File: config.mk
export PLATFORM = sky130hd
export DESIGN_NAME = aluTop
export DESIGN_NICKNAME = d
export VERILOG_FILES = /design/src/hdl/aluPkg.sv /design/src/hdl/aluConfig.sv /design/src/hdl/aluDatapath.sv /design/src/hdl/aluTop.sv
export VERILOG_INCLUDE_DIRS = /design/src /design/src/hdl
export SDC_FILE = /design/constraint.sdc
export NUM_CORES = 1
export LEC_CHECK = 0
export ABC_AREA = 1
export BUFFER_PORTS_ARGS = -buffer_cell sky130_fd_sc_hd__buf_2
export CAP_MARGIN = 20
export CORE_MARGIN = 2
export CORE_UTILIZATION = 28
export DETAILED_ROUTE_END_ITERATION = 8
export PLACE_DENSITY = 0.53
export SLEW_MARGIN = 20
export SYNTH_ARGS = -nofsm -noshare
export SYNTH_HDL_FRONTEND = slang
export SYNTH_SLANG_ARGS = --single-unit
File: constraint.sdc
create_clock -name clock -period 7.3 [get_ports clock]
set_clock_uncertainty 0.15 [all_clocks]
set_input_delay 0.73 -clock clock [delete_from_list [all_inputs] [get_ports clock]]
set_output_delay 0.73 -clock clock [all_outputs]
set_load 0.01 [all_outputs]
File: src/hdl/alu_consts.svh
////////////////////////////////////////
// Widths and codes of the integer element
// Instruction bits not listed here are ignored
// Opcodes 8 to 15 produce a zero result
////////////////////////////////////////
`ifndef ALU_CONSTS_SVH
`define ALU_CONSTS_SVH

`define ALU_WIDTH_DATA		32
`define ALU_WIDTH_OPCODE	4
`define ALU_WIDTH_SRCSEL	2
`define ALU_WIDTH_IMM		8
`define ALU_WIDTH_SHAMT		5
`define ALU_NUM_SRC			3

// Instruction field positions
`define ALU_OPCODE_MSB		3
`define ALU_OPCODE_LSB		0
`define ALU_SRCSEL_MSB		5
`define ALU_SRCSEL_LSB		4
`define ALU_IMM_MSB			15
`define ALU_IMM_LSB			8

`define ALU_OP_ADD			4'd0
`define ALU_OP_SUB			4'd1
`define ALU_OP_AND			4'd2
`define ALU_OP_OR			4'd3
`define ALU_OP_XOR			4'd4
`define ALU_OP_SHL			4'd5
`define ALU_OP_SHR			4'd6
`define ALU_OP_ROL			4'd7

// Source pairs, first op second
`define ALU_SRC_AB			2'd0
`define ALU_SRC_BA			2'd1
`define ALU_SRC_AC			2'd2
`define ALU_SRC_AI			2'd3

`endif

File: src/hdl/aluPkg.sv
////////////////////////////////////////
// Types shared by the element and its testbench
// Widths are taken from alu_consts.svh
////////////////////////////////////////
`include "alu_consts.svh"

package aluPkg;

	typedef logic [`ALU_WIDTH_DATA-1:0]		wordT;
	typedef logic [`ALU_WIDTH_OPCODE-1:0]	opcodeT;
	typedef logic [`ALU_WIDTH_SRCSEL-1:0]	srcSelT;
	typedef logic [`ALU_WIDTH_IMM-1:0]		immT;

	////////////////////////////////////////
	// Data token on a source or result port
	////////////////////////////////////////
	typedef struct packed {
		logic	valid;
		logic	last;
		wordT	data;
	} tokenT;

	////////////////////////////////////////
	// Decoded configuration
	////////////////////////////////////////
	// enSrc bit 0 is A, bit 1 is B, bit 2 is C
	typedef struct packed {
		logic						active;
		opcodeT						opcode;
		srcSelT						srcSel;
		logic [`ALU_NUM_SRC-1:0]	enSrc;
		immT						imm;
	} ctrlT;

endpackage

File: src/hdl/aluConfig.sv
////////////////////////////////////////
// Instruction register and configured flag
// A strobe is taken only while not configured
// Configuration is dropped on a last result
////////////////////////////////////////
`timescale 1ns/100ps
`include "alu_consts.svh"

module aluConfig (
	input	logic			clock,
	input	logic			reset,
	input	logic			configStrobe,
	input	aluPkg::wordT	configWord,
	input	logic			releaseConfig,
	output	aluPkg::ctrlT	ctrl
);

	aluPkg::opcodeT		opcodeReg;
	aluPkg::srcSelT		srcSelReg;
	aluPkg::immT		immReg;

	logic				configured;
	logic				accept;
	logic				enableB;
	logic				enableC;

	// Strobes while busy are dropped
	assign accept = configStrobe & ~configured;

	////////////////////////////////////////
	// Instruction register
	////////////////////////////////////////
	always_ff @(posedge clock) begin
		if (accept) begin
			opcodeReg	<= configWord[`ALU_OPCODE_MSB:`ALU_OPCODE_LSB];
			srcSelReg	<= configWord[`ALU_SRCSEL_MSB:`ALU_SRCSEL_LSB];
			immReg		<= configWord[`ALU_IMM_MSB:`ALU_IMM_LSB];
		end
	end

	// Configured flag
	always_ff @(posedge clock) begin
		if (reset) begin
			configured <= 1'b0;
		end else if (accept) begin
			configured <= 1'b1;
		end else if (releaseConfig) begin
			configured <= 1'b0;
		end
	end

	////////////////////////////////////////
	// Decode to datapath controls
	////////////////////////////////////////
	// B feeds both orderings, C only the AC pair
	assign enableB = (srcSelReg == `ALU_SRC_AB) | (srcSelReg == `ALU_SRC_BA);
	assign enableC = (srcSelReg == `ALU_SRC_AC);

	always_comb begin
		ctrl.active		= configured;
		ctrl.opcode		= opcodeReg;
		ctrl.srcSel		= srcSelReg;
		ctrl.imm		= immReg;
		ctrl.enSrc[0]	= 1'b1;
		ctrl.enSrc[1]	= enableB;
		ctrl.enSrc[2]	= enableC;
	end

endmodule

File: src/hdl/aluDatapath.sv
////////////////////////////////////////
// Operand join, integer operations, result register
// Sources are not buffered; all enabled tokens
// must be valid in the same cycle to fire
// The result sink never stalls
////////////////////////////////////////
`timescale 1ns/100ps
`include "alu_consts.svh"

module aluDatapath (
	input	logic			clock,
	input	logic			reset,
	input	aluPkg::ctrlT	ctrl,
	input	aluPkg::tokenT	operandA,
	input	aluPkg::tokenT	operandB,
	input	aluPkg::tokenT	operandC,
	output	aluPkg::tokenT	result,
	output	logic			releaseConfig
);

	aluPkg::wordT					firstOperand;
	aluPkg::wordT					secondOperand;
	aluPkg::wordT					immExtended;
	aluPkg::wordT					opResult;
	logic [`ALU_WIDTH_SHAMT-1:0]	shiftAmount;
	logic [2*`ALU_WIDTH_DATA-1:0]	rotateWide;
	logic							fire;
	logic							lastAny;

	////////////////////////////////////////
	// Join
	////////////////////////////////////////
	// A disabled source never holds the group back
	assign fire = ctrl.active
		& (operandA.valid | ~ctrl.enSrc[0])
		& (operandB.valid | ~ctrl.enSrc[1])
		& (operandC.valid | ~ctrl.enSrc[2]);

	assign lastAny = (ctrl.enSrc[0] & operandA.last)
		| (ctrl.enSrc[1] & operandB.last)
		| (ctrl.enSrc[2] & operandC.last);

	////////////////////////////////////////
	// Operand selection
	////////////////////////////////////////
	assign immExtended = {{(`ALU_WIDTH_DATA-`ALU_WIDTH_IMM){1'b0}}, ctrl.imm};

	always_comb begin
		firstOperand	= operandA.data;
		secondOperand	= operandB.data;
		case (ctrl.srcSel)
			`ALU_SRC_AB: begin
				firstOperand	= operandA.data;
				secondOperand	= operandB.data;
			end
			`ALU_SRC_BA: begin
				firstOperand	= operandB.data;
				secondOperand	= operandA.data;
			end
			`ALU_SRC_AC: begin
				firstOperand	= operandA.data;
				secondOperand	= operandC.data;
			end
			`ALU_SRC_AI: begin
				firstOperand	= operandA.data;
				secondOperand	= immExtended;
			end
		endcase
	end

	////////////////////////////////////////
	// Operations
	////////////////////////////////////////
	assign shiftAmount = secondOperand[`ALU_WIDTH_SHAMT-1:0];

	// Upper half of the doubled word is the rotated value
	assign rotateWide = {firstOperand, firstOperand} << shiftAmount;

	always_comb begin
		case (ctrl.opcode)
			`ALU_OP_ADD:	opResult = firstOperand + secondOperand;
			`ALU_OP_SUB:	opResult = firstOperand - secondOperand;
			`ALU_OP_AND:	opResult = firstOperand & secondOperand;
			`ALU_OP_OR:		opResult = firstOperand | secondOperand;
			`ALU_OP_XOR:	opResult = firstOperand ^ secondOperand;
			`ALU_OP_SHL:	opResult = firstOperand << shiftAmount;
			`ALU_OP_SHR:	opResult = firstOperand >> shiftAmount;
			`ALU_OP_ROL:	opResult = rotateWide[2*`ALU_WIDTH_DATA-1:`ALU_WIDTH_DATA];
			default:		opResult = '0;
		endcase
	end

	////////////////////////////////////////
	// Result token
	////////////////////////////////////////
	always_ff @(posedge clock) begin
		if (reset) begin
			result.valid	<= 1'b0;
			result.last		<= 1'b0;
			result.data		<= '0;
		end else begin
			result.valid	<= fire;
			result.last		<= fire & lastAny;
			if (fire) begin
				result.data	<= opResult;
			end
		end
	end

	// Drops the configuration at the edge that loads the last result
	assign releaseConfig = fire & lastAny;

endmodule

File: src/hdl/aluTop.sv
////////////////////////////////////////
// Integer arithmetic element, top level
// One instruction per configuration; busy stays
// high until a result with last is produced
////////////////////////////////////////
`timescale 1ns/100ps

module aluTop (
	input	logic			clock,
	input	logic			reset,
	input	logic			configStrobe,
	input	aluPkg::wordT	configWord,
	input	aluPkg::tokenT	operandA,
	input	aluPkg::tokenT	operandB,
	input	aluPkg::tokenT	operandC,
	output	aluPkg::tokenT	result,
	output	logic			busy
);

	aluPkg::ctrlT	ctrl;
	logic			releaseConfig;

	////////////////////////////////////////
	// Configuration
	////////////////////////////////////////
	aluConfig u_aluConfig (
		.clock			(clock),
		.reset			(reset),
		.configStrobe	(configStrobe),
		.configWord		(configWord),
		.releaseConfig	(releaseConfig),
		.ctrl			(ctrl)
	);

	////////////////////////////////////////
	// Datapath
	////////////////////////////////////////
	aluDatapath u_aluDatapath (
		.clock			(clock),
		.reset			(reset),
		.ctrl			(ctrl),
		.operandA		(operandA),
		.operandB		(operandB),
		.operandC		(operandC),
		.result			(result),
		.releaseConfig	(releaseConfig)
	);

	assign busy = ctrl.active;

endmodule

==> summary.txt, run 1 <==
CP Max Fanout -> 22
Initial DRC Count -> 1433
EDFF count, synth -> 14
Final hold slack -> 0.313 ns
Post-CTS setup buffer count -> 0
Critical Path Start Type -> flip-flop
Worst Setup End Kind -> flip-flop
Synth Flop Type -> dfxtp_1
DP Area -> 0.0124 mm^2
Synth top area share -> 24.7%
Cell row count -> 73
HPWL after detailed placement -> 43400 um
Core ar. -> 0.0396 mm^2
CTS Hold Bufs -> 0
# H-tree levels -> 2
Vias per cell -> 5.34
Min Tclk post-route -> 5.59 ns
First-pass GRT wire length -> 80100 um
Setup Crit Path Kind -> flip-flop to flip-flop
Worst-path clk slew -> 0.07 ns
Max-cap violations -> 0
CP most frequent cell -> nor2_1
Starting Density -> 28.4%
Commonest cells in the synthesized netlist -> nand2_1, nand3_1, inv_1
Post-route ant nets -> 0
Sum Neg Setup Slack -> 0 ns
Leading cell types by total area after synthesis -> nand2_1, nand3_1, ha_1, inv_1, dfxtp_1
Number of synthesized register bits -> 49
WP data arrival -> 5.60 ns
Utilization after layout -> 31.6%
Clk sinks -> 49
Clk root buf -> clkbuf_16
CTS tree -> done
Netlist cell types -> 51
DRC -> 0
Total CTS buffers -> 5
Vias in the first global route -> 13500
Routed WL per cell -> 19.8 um
Fin crit share -> 76.6%
Worst reg2reg path depth -> 22
Gpl congestion -> 1.04
Post-cts sizing count -> 0
Initial antenna violation count -> 0
HP Class -> flip-flop to flip-flop
CP Buf/Inv Count -> 4
Final slew viol count -> 0
Final instance area -> 0.0125 mm^2
Worst path depth -> 22
Async S/R FF share, synth -> 0%
Max Fclk -> 0.179 GHz
Largest net degree at the start of global routing -> 66
Post-synthesis sequential area ratio -> 9.97%
Synth warnings -> 0
Clock buffer depth -> 2
CP required -> 7.31 ns
DIE AREA -> 0.0418 mm^2
Width of the die -> 204 um
Final setup violation count -> 0
Actual slew at the worst max-slew pin -> 1.01 ns
DR vias -> 14400
Outcome -> completed
Cell taking the most area after synthesis -> nand2_1
Nets -> 2411
Slew HR -> 31.7%
Final Hold Viols -> 0
Die H -> 204 um
Hold depth -> 2
Layout area overhead -> 11.3%
Post-Synthesis Cell Area -> 0.0112 mm^2
Cell Chain, Critical Path -> nor2_1 > inv_1 > nor2_1 > inv_1 > nor2_1 > buf_4 > inv_1 > a21oi_1 > o21ai_0 > xor2_1 > ha_1 > a21oi_1 > o21ai_0 > a21oi_1 > nand2_1 > xnor2_1 > nor2_1 > nor2_1 > a21boi_1 > nand2_1 > nand2_1 > a21oi_1
Cell count after synthesis -> 2093
Power per cell area -> 146 mW/mm^2
Number of diodes -> 0
GRT overflow -> 0
Leakage -> 6.69 nW
Reg2reg setup slack -> 1.71 ns
PortBufs -> 153
Crit-path leading delay family -> simple AND/OR/NAND/NOR gates
Critical Path Slowest Stage Cell -> nor2_1
Setup repair after global routing missed its margin -> false
WL final -> 53500 um
Worst skew pair latency -> 0.31 ns
Worst IR Drop VDD -> 0.0000868 V
GR Util All Layers -> 25.2%
Fraction of layout cells with a size suffix above 1 -> 10.8%
Syn nets -> 2327
I/O pin cnt -> 172
Most common cell in the synthesized netlist -> nand2_1
Max stage delay on crit path -> 0.60 ns
Drt first pass iters -> 6
Avg Synthesized Cell Area -> 5.37 um^2
[path summary, 6_finish.rpt]
path	startpoint	to
max	u_aluConfig.opcodeReg[3]$_DFFE_PP_	u_aluDatapath.result[14]$_SDFFE_PP0P_
min	u_aluDatapath.result[5]$_SDFFE_PP0P_	u_aluDatapath.result[5]$_SDFFE_PP0P_
max reg2reg	u_aluConfig.opcodeReg[3]$_DFFE_PP_	u_aluDatapath.result[14]$_SDFFE_PP0P_
min reg2reg	u_aluDatapath.result[5]$_SDFFE_PP0P_	u_aluDatapath.result[5]$_SDFFE_PP0P_
[cell families after synthesis]
family	Yosys count	share of synthesized area, %
AO/OA/AOI/OAI	280	14.7
XOR/XNOR	34	2.65
adder cells (fa/ha/maj)	97	10.9
buffers and inverters	325	12.0
flip-flops	49	9.97
AND/OR/NAND/NOR	1308	49.8
[layer usage]
| metal | wire length [um] | track usage (%) |
|---|---|---|
| met4 | 3600 | 14.8 |
| met1 | 22500 | 32.1 |
| met3 | 3720 | 2.76 |
| met2 | 23700 | 41.0 |
| met5 | 0 | 0 |
[state kept, by name, indices dropped and copies added, names as in the netlist]
signal and cells:
u_aluConfig.immReg 8, u_aluConfig.srcSelReg 2, u_aluConfig.configured 1, u_aluConfig.opcodeReg 4, u_aluDatapath.result 34
[area by class of cell]
type	instances	area, um^2
Sequential cell	49	1120
Clock buffer	5	125
Multi-Input combinational cell	1719	8800
Tap cell	525	657
Inverter	228	856
Fill cell	4568	27100
Clock inverter	3	23.8
Timing Repair Buffer	174	927
[through the flow]
step | cells | worst slack (ns) | total power (W)
detailed placement | 2695 | 1.83 | 0.00155
finish | 2703 | 1.71 | 0.00183
floorplan | 2093 | 3.36 | 0.00117
CTS | 2703 | 1.80 | 0.00180
global placement | 2694 | 1.83 | 0.00155
global route | 2703 | 1.37 | 0.00198
[placed cells by master (no fill, tap or decap), types with 11 or more instances in the layout]
cell type  instances
edfxtp_1          14
buf_2            153
xor2_1            32
o21ai_0           59
nand4_1           18
o211ai_1          11
a221oi_1          22
buf_4             20
o21ai_1           43
ha_1              96
nor2_1           137
inv_1            219
a21oi_1           99
nand3_1          363
nand2_1          740
dfxtp_1           35
[power breakdown]
part           internal [W]  switching (W)
registers          0.000289     0.00000627
logic              0.000374       0.000913
clock network      0.000130       0.000116
[tightest hold or removal path, stage by stage (launching register included)]
cell     delay, ns
dfxtp_1       0.31
nand2_1       0.06
a21oi_1       0.05
Note: power is estimated with default switching activity, not from simulation.
==> run 2: changes to the inputs <==
--- a/config.mk
+++ b/config.mk
@@ -12,7 +12,7 @@
 export CORE_MARGIN = 2
 export CORE_UTILIZATION = 28
 export DETAILED_ROUTE_END_ITERATION = 8
-export PLACE_DENSITY = 0.53
+export PLACE_DENSITY = 0.55
 export SLEW_MARGIN = 20
 export SYNTH_ARGS = -nofsm -noshare
 export SYNTH_HDL_FRONTEND = slang
==> constraint.sdc (replaced) <==
create_clock -name clock -period 4.7 [get_ports clock]
set_clock_uncertainty 0.15 [all_clocks]
set_input_delay 0.47 -clock clock [delete_from_list [all_inputs] [get_ports clock]]
set_output_delay 0.47 -clock clock [all_outputs]
set_load 0.01 [all_outputs]
==> run 2 against run 1 <==
  * Count of clock-buffer cells in the layout did not move
  * Global-route usage rose by 1.2 points
  * Non-clock buffer count rose by 104
  * Largest cell class unchanged
  * Via count rose by 4.0%
  * Worst hold slack lost 0.12 ns
==> summary.txt, run 2 (synthesis results as in run 1) <==
Final Hold Viols -> 0 (unchanged)
R2r endpoint -> u_aluDatapath.result[21]$_SDFFE_PP0P_
Largest registers -> u_aluDatapath.result (34), u_aluConfig.immReg (8), u_aluConfig.opcodeReg (4)
Worst skew pair latency -> 0.30 ns (about the same)
Logic pwr share -> 72.3% (+1.9 points)
Routed WL per cell -> 20.0 um (+1.1%)
Leakage -> 7.24 nW (+8.2%)
Number of diodes -> 0 (unchanged)
WL final -> 56200 um (+5.0%)
Hold worst-path end -> u_aluConfig.immReg[2]$_DFFE_PP_
First-pass GRT wire length -> 83500 um (+4.2%)
DIE AREA -> 0.0418 mm^2 (unchanged)
Outcome -> completed
# H-tree levels -> 2 (unchanged)
Layout area overhead -> 19.8%
Final setup violation count -> 0 (unchanged)
Worst R2R Start -> u_aluConfig.srcSelReg[1]$_DFFE_PP_
DRC -> 0 (unchanged)
Clock share of power -> 12.4% (-1.1 points)
DP Area -> 0.0131 mm^2 (+5.6%)
Largest net degree at the start of global routing -> 70 (+6.1%)
Total CTS buffers -> 5 (unchanged)
Critical Path Start Type -> flip-flop
Nets -> 2515 (+4.3%)
Min Tclk post-route -> 4.49 ns (-1.11 ns)
WP data arrival -> 4.49 ns (-1.11 ns)
Power per cell area -> 225 mW/mm^2 (+54%)
Clk root buf -> clkbuf_16
Max FFs per register -> 34 (unchanged)
Placed Cells -> 2783 (+3.3%)
Fraction of layout cells with a size suffix above 1 -> 16.2% (+5.4 points)
Gpl congestion -> 0.998 (-4.2%)
Worst Setup End Kind -> flip-flop
Post-route ant nets -> 0 (unchanged)
Initial antenna violation count -> 0 (unchanged)
HPWL after detailed placement -> 46400 um (+6.8%)
Setup Crit Path Kind -> flip-flop to flip-flop
PortBufs -> 153 (unchanged)
Critical Path Slowest Stage Cell -> edfxtp_1
Slew HR -> 35.9% (+4.3 points)
Hold depth -> 1 (-1)
Reg2reg setup slack -> 0.21 ns (-1.49 ns)
HP Class -> input pin to flip-flop
GRT overflow -> 0 (unchanged)
Internal power -> 0.00137 W (+72%)
Drt first pass iters -> 5 (-1)
GR Util All Layers -> 26.4% (+1.2 points)
DR vias -> 15000 (+4.0%)
CP most frequent cell -> nand2_1
Vias per cell -> 5.34 (+0.15%)
HP Start -> configWord[10]
Final instance area -> 0.0135 mm^2 (+7.7%)
Max-cap violations -> 0 (unchanged)
Most frequent cells in the layout -> nand2_1, nand3_1, inv_1, buf_2, nor2_1
I/O pin cnt -> 172 (unchanged)
Vias in the first global route -> 14200 (+5.4%)
Worst IR Drop VDD -> 0.000147 V (+69%)
Initial DRC Count -> 1361 (-5.0%)
Biggest register -> u_aluDatapath.result
Width of the die -> 204 um (unchanged)
Actual slew at the worst max-slew pin -> 0.960 ns (-0.0542 ns)
Clock buffer depth -> 2 (unchanged)
Starting Density -> 28.4% (unchanged)
CP required -> 4.71 ns (-2.60 ns)
Flop pwr share -> 15.2% (-1.0 points)
Fin crit share -> 95.4% (+19 points)
Switching pwr -> 0.00167 W (+61%)
Core ar. -> 0.0396 mm^2 (unchanged)
Sw frac -> 54.9% (-1.6 points)
Final cell count without fillers -> 2807 (+3.8%)
Cell row count -> 73 (unchanged)
Clk sinks -> 49 (unchanged)
CTS tree -> done
Final slew viol count -> 0 (unchanged)
Leading cell type in the layout, fill and taps excluded -> nand2_1
Max stage delay on crit path -> 0.52 ns (-0.08 ns)
Die H -> 204 um (unchanged)
Worst-path clk slew -> 0.07 ns (about the same)
Worst reg2reg path depth -> 25 (+14%)
Max Fclk -> 0.223 GHz (+25%)
CP Max Fanout -> 9 (-59%)
[run 2: changes by cell type in the layout (fill, tap and decap cells not counted), moves of 3 or more]
cell     previous run  this run
buf_4              20       119
a21oi_1            99        92
a21oi_2             0         7
nor2_1            137       130
nor2_2              8        15
o21ai_0            59        52
o21ai_1            43        49
nand2_1           740       736
nand2_2             5         9
buf_12              0         3
[run 2: layer usage]
layer / vias to the layer above / GRT usage, % / routed length (um)
met5: - / 0 / 0
met4: 0 / 17.1 / 4240
met1: 6889 / 32.9 / 23200
li1: 7235 / - / -
met3: 151 / 3.67 / 4130
met2: 726 / 42.4 / 24600
[run 2: worst max-delay path by stage]
stage / from / end / slack [ns] / depth (start not counted)
after CTS: u_aluConfig.srcSelReg[1]$_DFFE_PP_ / u_aluDatapath.result[26]$_SDFFE_PP0P_ / 0.005 / 28
after global routing: u_aluConfig.srcSelReg[1]$_DFFE_PP_ / u_aluDatapath.result[27]$_SDFFE_PP0P_ / -0.03 / 26
after detailed placement: u_aluConfig.srcSelReg[1]$_DFFE_PP_ / u_aluDatapath.result[27]$_SDFFE_PP0P_ / -0.02 / 25
final: u_aluConfig.srcSelReg[1]$_DFFE_PP_ / u_aluDatapath.result[21]$_SDFFE_PP0P_ / 0.21 / 25
after global placement: u_aluConfig.srcSelReg[1]$_DFFE_PP_ / u_aluDatapath.result[27]$_SDFFE_PP0P_ / -0.01 / 25
after floorplan: u_aluConfig.srcSelReg[0]$_DFFE_PP_ / u_aluDatapath.result[30]$_SDFFE_PP0P_ / 0.86 / 27
[run 2: what timing repair did]
| action | 4_1_cts | 5_1_grt |
|---|---|---|
| hold buffers | 0 | 0 |
| setup buffers | 0 | 16 |
| endpoints found under the setup margin | 1 | 23 |
| pin swaps | 0 | 10 |
| gates resized for setup | 1 | 47 |
[run 2: metrics by stage]
stage          utilization (%)  hold slack, ns  TNS, ns  total power, W  setup WS (ns)
3_3_place_gp              32.9           0.305  -0.0117         0.00255        -0.0117
5_1_grt                   34.0           0.190  -0.0747         0.00328        -0.0318
3_5_place_dp              32.9           0.308  -0.0178         0.00256        -0.0178
6_report                  34.0           0.194        0         0.00303          0.215
4_1_cts                   33.3           0.189        0         0.00294        0.00523
2_1_floorplan                -           0.340        0         0.00182          0.859
[run 2: area by class of cell]
cell class	instances	area, um^2
tap	525	657
fill	4562	26200
sequential	49	1120
inverter	228	856
clock buffer	5	125
timing repair buffer	278	1760
clock inverter	3	25.0
multi-input combinational	1719	8930
[run 2: power groups by stage]
stage | registers [W] | clock network, W | logic, W
3_5_place_dp | 0.000472 | 0 | 0.00209
6_report | 0.000462 | 0.000377 | 0.00219
4_1_cts | 0.000462 | 0.000387 | 0.00210
3_3_place_gp | 0.000472 | 0 | 0.00208
2_1_floorplan | 0.000468 | 0 | 0.00135
5_1_grt | 0.000463 | 0.000398 | 0.00242
[run 2: worst max-delay path, delay by kind of cell (launching register included)]
family	cells	cell delay, ns
and+or+nand+nor	15	1.64
AOI/OAI and AO/OA	5	1.11
DFF	1	0.52
buffers and inverters	3	0.41
adders and majority gates	1	0.26
xor gates and xnor gates	1	0.25
==> run 3: changes to the inputs <==
--- a/config.mk
+++ b/config.mk
@@ -9,6 +9,7 @@
 export ABC_AREA = 1
 export BUFFER_PORTS_ARGS = -buffer_cell sky130_fd_sc_hd__buf_2
 export CAP_MARGIN = 20
+export CORE_ASPECT_RATIO = 1.75
 export CORE_MARGIN = 2
 export CORE_UTILIZATION = 28
 export DETAILED_ROUTE_END_ITERATION = 8
==> run 3 against run 2 <==
  * Power grew 11%
  * Register-to-register slack lost 0.06 ns
  * Critical path depth increased by 6
  * Die area rose by 0.15%
  * First-iteration DRC count down 16%
  * Critical path type unchanged
  * Highest routed layer unchanged
==> summary.txt, run 3 (synthesis results as in run 1) <==
Initial DRC Count -> 1139 (-16%)
Vias in the first global route -> 15000 (+5.5%)
DP Area -> 0.0135 mm^2 (+3.7%)
HPWL after detailed placement -> 53600 um (+16%)
Clock buffer depth -> 2 (unchanged)
WL final -> 65200 um (+16%)
Min Tclk post-route -> 4.54 ns (+0.0589 ns)
CP most frequent cell -> nand2_1
Reg2reg setup slack -> 0.16 ns (-0.06 ns)
Final Power -> 0.00337 W (+11%)
Cell row count -> 97 (+33%)
Max stage delay on crit path -> 0.49 ns (-0.03 ns)
Clk root buf -> clkbuf_16
Width of the die -> 155 um (-24%)
Max FFs per register -> 34 (unchanged)
GR Util All Layers -> 30.2% (+3.9 points)
DR vias -> 15300 (+2.3%)
Layout area overhead -> 26.4%
Final Hold Viols -> 0 (unchanged)
Leakage -> 7.63 nW (+5.5%)
Setup Crit Path Kind -> flip-flop to flip-flop
Max Fclk -> 0.220 GHz (-1.3%)
Clk sinks -> 49 (unchanged)
Post-route ant nets -> 0 (unchanged)
Gpl congestion -> 1.01 (+1.7%)
Worst Setup SP -> u_aluConfig.srcSelReg[1]$_DFFE_PP_
# H-tree levels -> 2 (unchanged)
Power per cell area -> 237 mW/mm^2 (+5.3%)
Leading cell type in the layout, fill and taps excluded -> nand2_1
Final setup violation count -> 0 (unchanged)
Fin crit share -> 96.7% (+1.3 points)
Total CTS buffers -> 5 (unchanged)
Setup repair after global routing missed its margin -> true
GRT overflow -> 0 (unchanged)
Final instance area -> 0.0142 mm^2 (+5.5%)
PortBufs -> 153 (unchanged)
Core ar. -> 0.0398 mm^2 (+0.42%)
Nets -> 2584 (+2.7%)
Critical Path Start Type -> flip-flop
Starting Density -> 28.2% (-0.12 points)
Final slew viol count -> 0 (unchanged)
Worst reg2reg path depth -> 31 (+24%)
Slew HR -> 36.5% (+0.58 points)
Outcome -> completed
DIE AREA -> 0.0418 mm^2 (+0.15%)
CP Capture Point -> u_aluDatapath.result[22]$_SDFFE_PP0P_
Initial antenna violation count -> 2 (+2)
R2r endpoint -> u_aluDatapath.result[22]$_SDFFE_PP0P_
Routed WL per cell -> 22.9 um (+14%)
Max-cap violations -> 0 (unchanged)
DRC -> 0 (unchanged)
Critical Path Slowest Stage Cell -> edfxtp_1
HP Class -> input pin to flip-flop
WP data arrival -> 4.56 ns (+0.07 ns)
Fraction of layout cells with a size suffix above 1 -> 20.9% (+4.7 points)
Worst-path clk slew -> 0.08 ns (about the same)
Most frequent cells in the layout -> nand2_1, nand3_1, inv_1, buf_4, buf_2
First-pass GRT wire length -> 92600 um (+11%)
Largest registers -> u_aluDatapath.result (34), u_aluConfig.immReg (8), u_aluConfig.opcodeReg (4)
CTS Hold Bufs -> 0 (unchanged)
Die H -> 269 um (+32%)
Worst skew pair latency -> 0.31 ns (about the same)
CP required -> 4.72 ns (about the same)
Vias per cell -> 5.39 (+0.86%)
Drt first pass iters -> 6 (+1)
CP Max Fanout -> 5 (-4)
Largest net degree at the start of global routing -> 66 (-5.7%)
Worst IR Drop VDD -> 0.000137 V (-7.0%)
Worst Setup End Kind -> flip-flop
Worst R2R Start -> u_aluConfig.srcSelReg[1]$_DFFE_PP_
I/O pin cnt -> 172 (unchanged)
CTS tree -> done
Actual slew at the worst max-slew pin -> 0.951 ns (-0.00873 ns)
Biggest register -> u_aluDatapath.result
-- run 3: cell count changes in the layout (fill, tap and decap cells not counted), sizes merged --
cell | previous run | this run
diode | 0 | 1
buf | 278 | 347
-- run 3: worst min path at each step --
stage	start	end	cells past startpoint	slack (ns)
detailed placement	u_aluDatapath.result[23]$_SDFFE_PP0P_	u_aluDatapath.result[23]$_SDFFE_PP0P_	2	0.30
global placement	u_aluDatapath.result[28]$_SDFFE_PP0P_	u_aluDatapath.result[28]$_SDFFE_PP0P_	2	0.30
CTS	configWord[14]	u_aluConfig.immReg[6]$_DFFE_PP_	1	0.18
finish	configWord[14]	u_aluConfig.immReg[6]$_DFFE_PP_	1	0.18
global route	configWord[3]	u_aluConfig.opcodeReg[3]$_DFFE_PP_	1	0.19
floorplan	u_aluDatapath.result[0]$_SDFFE_PP0P_	u_aluDatapath.result[0]$_SDFFE_PP0P_	2	0.34
-- run 3: what timing repair did --
item / 4_1_cts / 5_1_grt
endpoints found under the setup margin: 7 / 22
pin swaps: 0 / 40
hold endpoints to repair: 0 / 0
gates resized for setup: 4 / 115
setup buffers: 2 / 17
-- run 3: critical path: cells and delay by family, from the launching register on --
family                   cells  cell delay (ns)
AO/OA/AOI/OAI                6             0.74
XOR/XNOR                     1             0.16
adder cells (fa/ha/maj)      1             0.33
buffers and inverters        7             0.87
flip-flops                   1             0.49
AND/OR/NAND/NOR             16             1.66
-- run 3: layout make-up --
| class | instances | area (um^2) |
|---|---|---|
| antenna | 1 | 2.50 |
| clock buffer | 5 | 125 |
| clock inverter | 3 | 25.0 |
| fill | 4524 | 25600 |
| inverter | 228 | 856 |
| multi-input combinational | 1719 | 9160 |
| sequential | 49 | 1120 |
| tap | 495 | 619 |
| timing repair buffer | 347 | 2300 |
-- run 3: per-layer routing --
metal	up-vias	wire [um]	track usage [%]
met5	-	0	0
met2	561	33700	56.6
met1	7155	20500	27.5
li1	7373	-	-
met4	0	7890	28.9
met3	257	3070	4.31
-- run 3: stage by stage --
stage | instances | setup TNS (ns) | utilization, % | setup WS, ns | hold WS, ns
after global routing | 2847 | -0.452 | 35.7 | -0.0714 | 0.186
after floorplan | 2093 | 0 | - | 0.859 | 0.340
final | 2847 | 0 | 35.7 | 0.156 | 0.184
after detailed placement | 2819 | -0.453 | 34.0 | -0.177 | 0.304
after global placement | 2819 | -0.521 | 34.0 | -0.180 | 0.304
after CTS | 2829 | 0 | 34.4 | 0.00709 | 0.182
-- run 3: power by group --
group / switching, W / internal, W
logic: 0.00167 / 0.000855
clock network: 0.000183 / 0.000202
registers: 0.00000890 / 0.000449
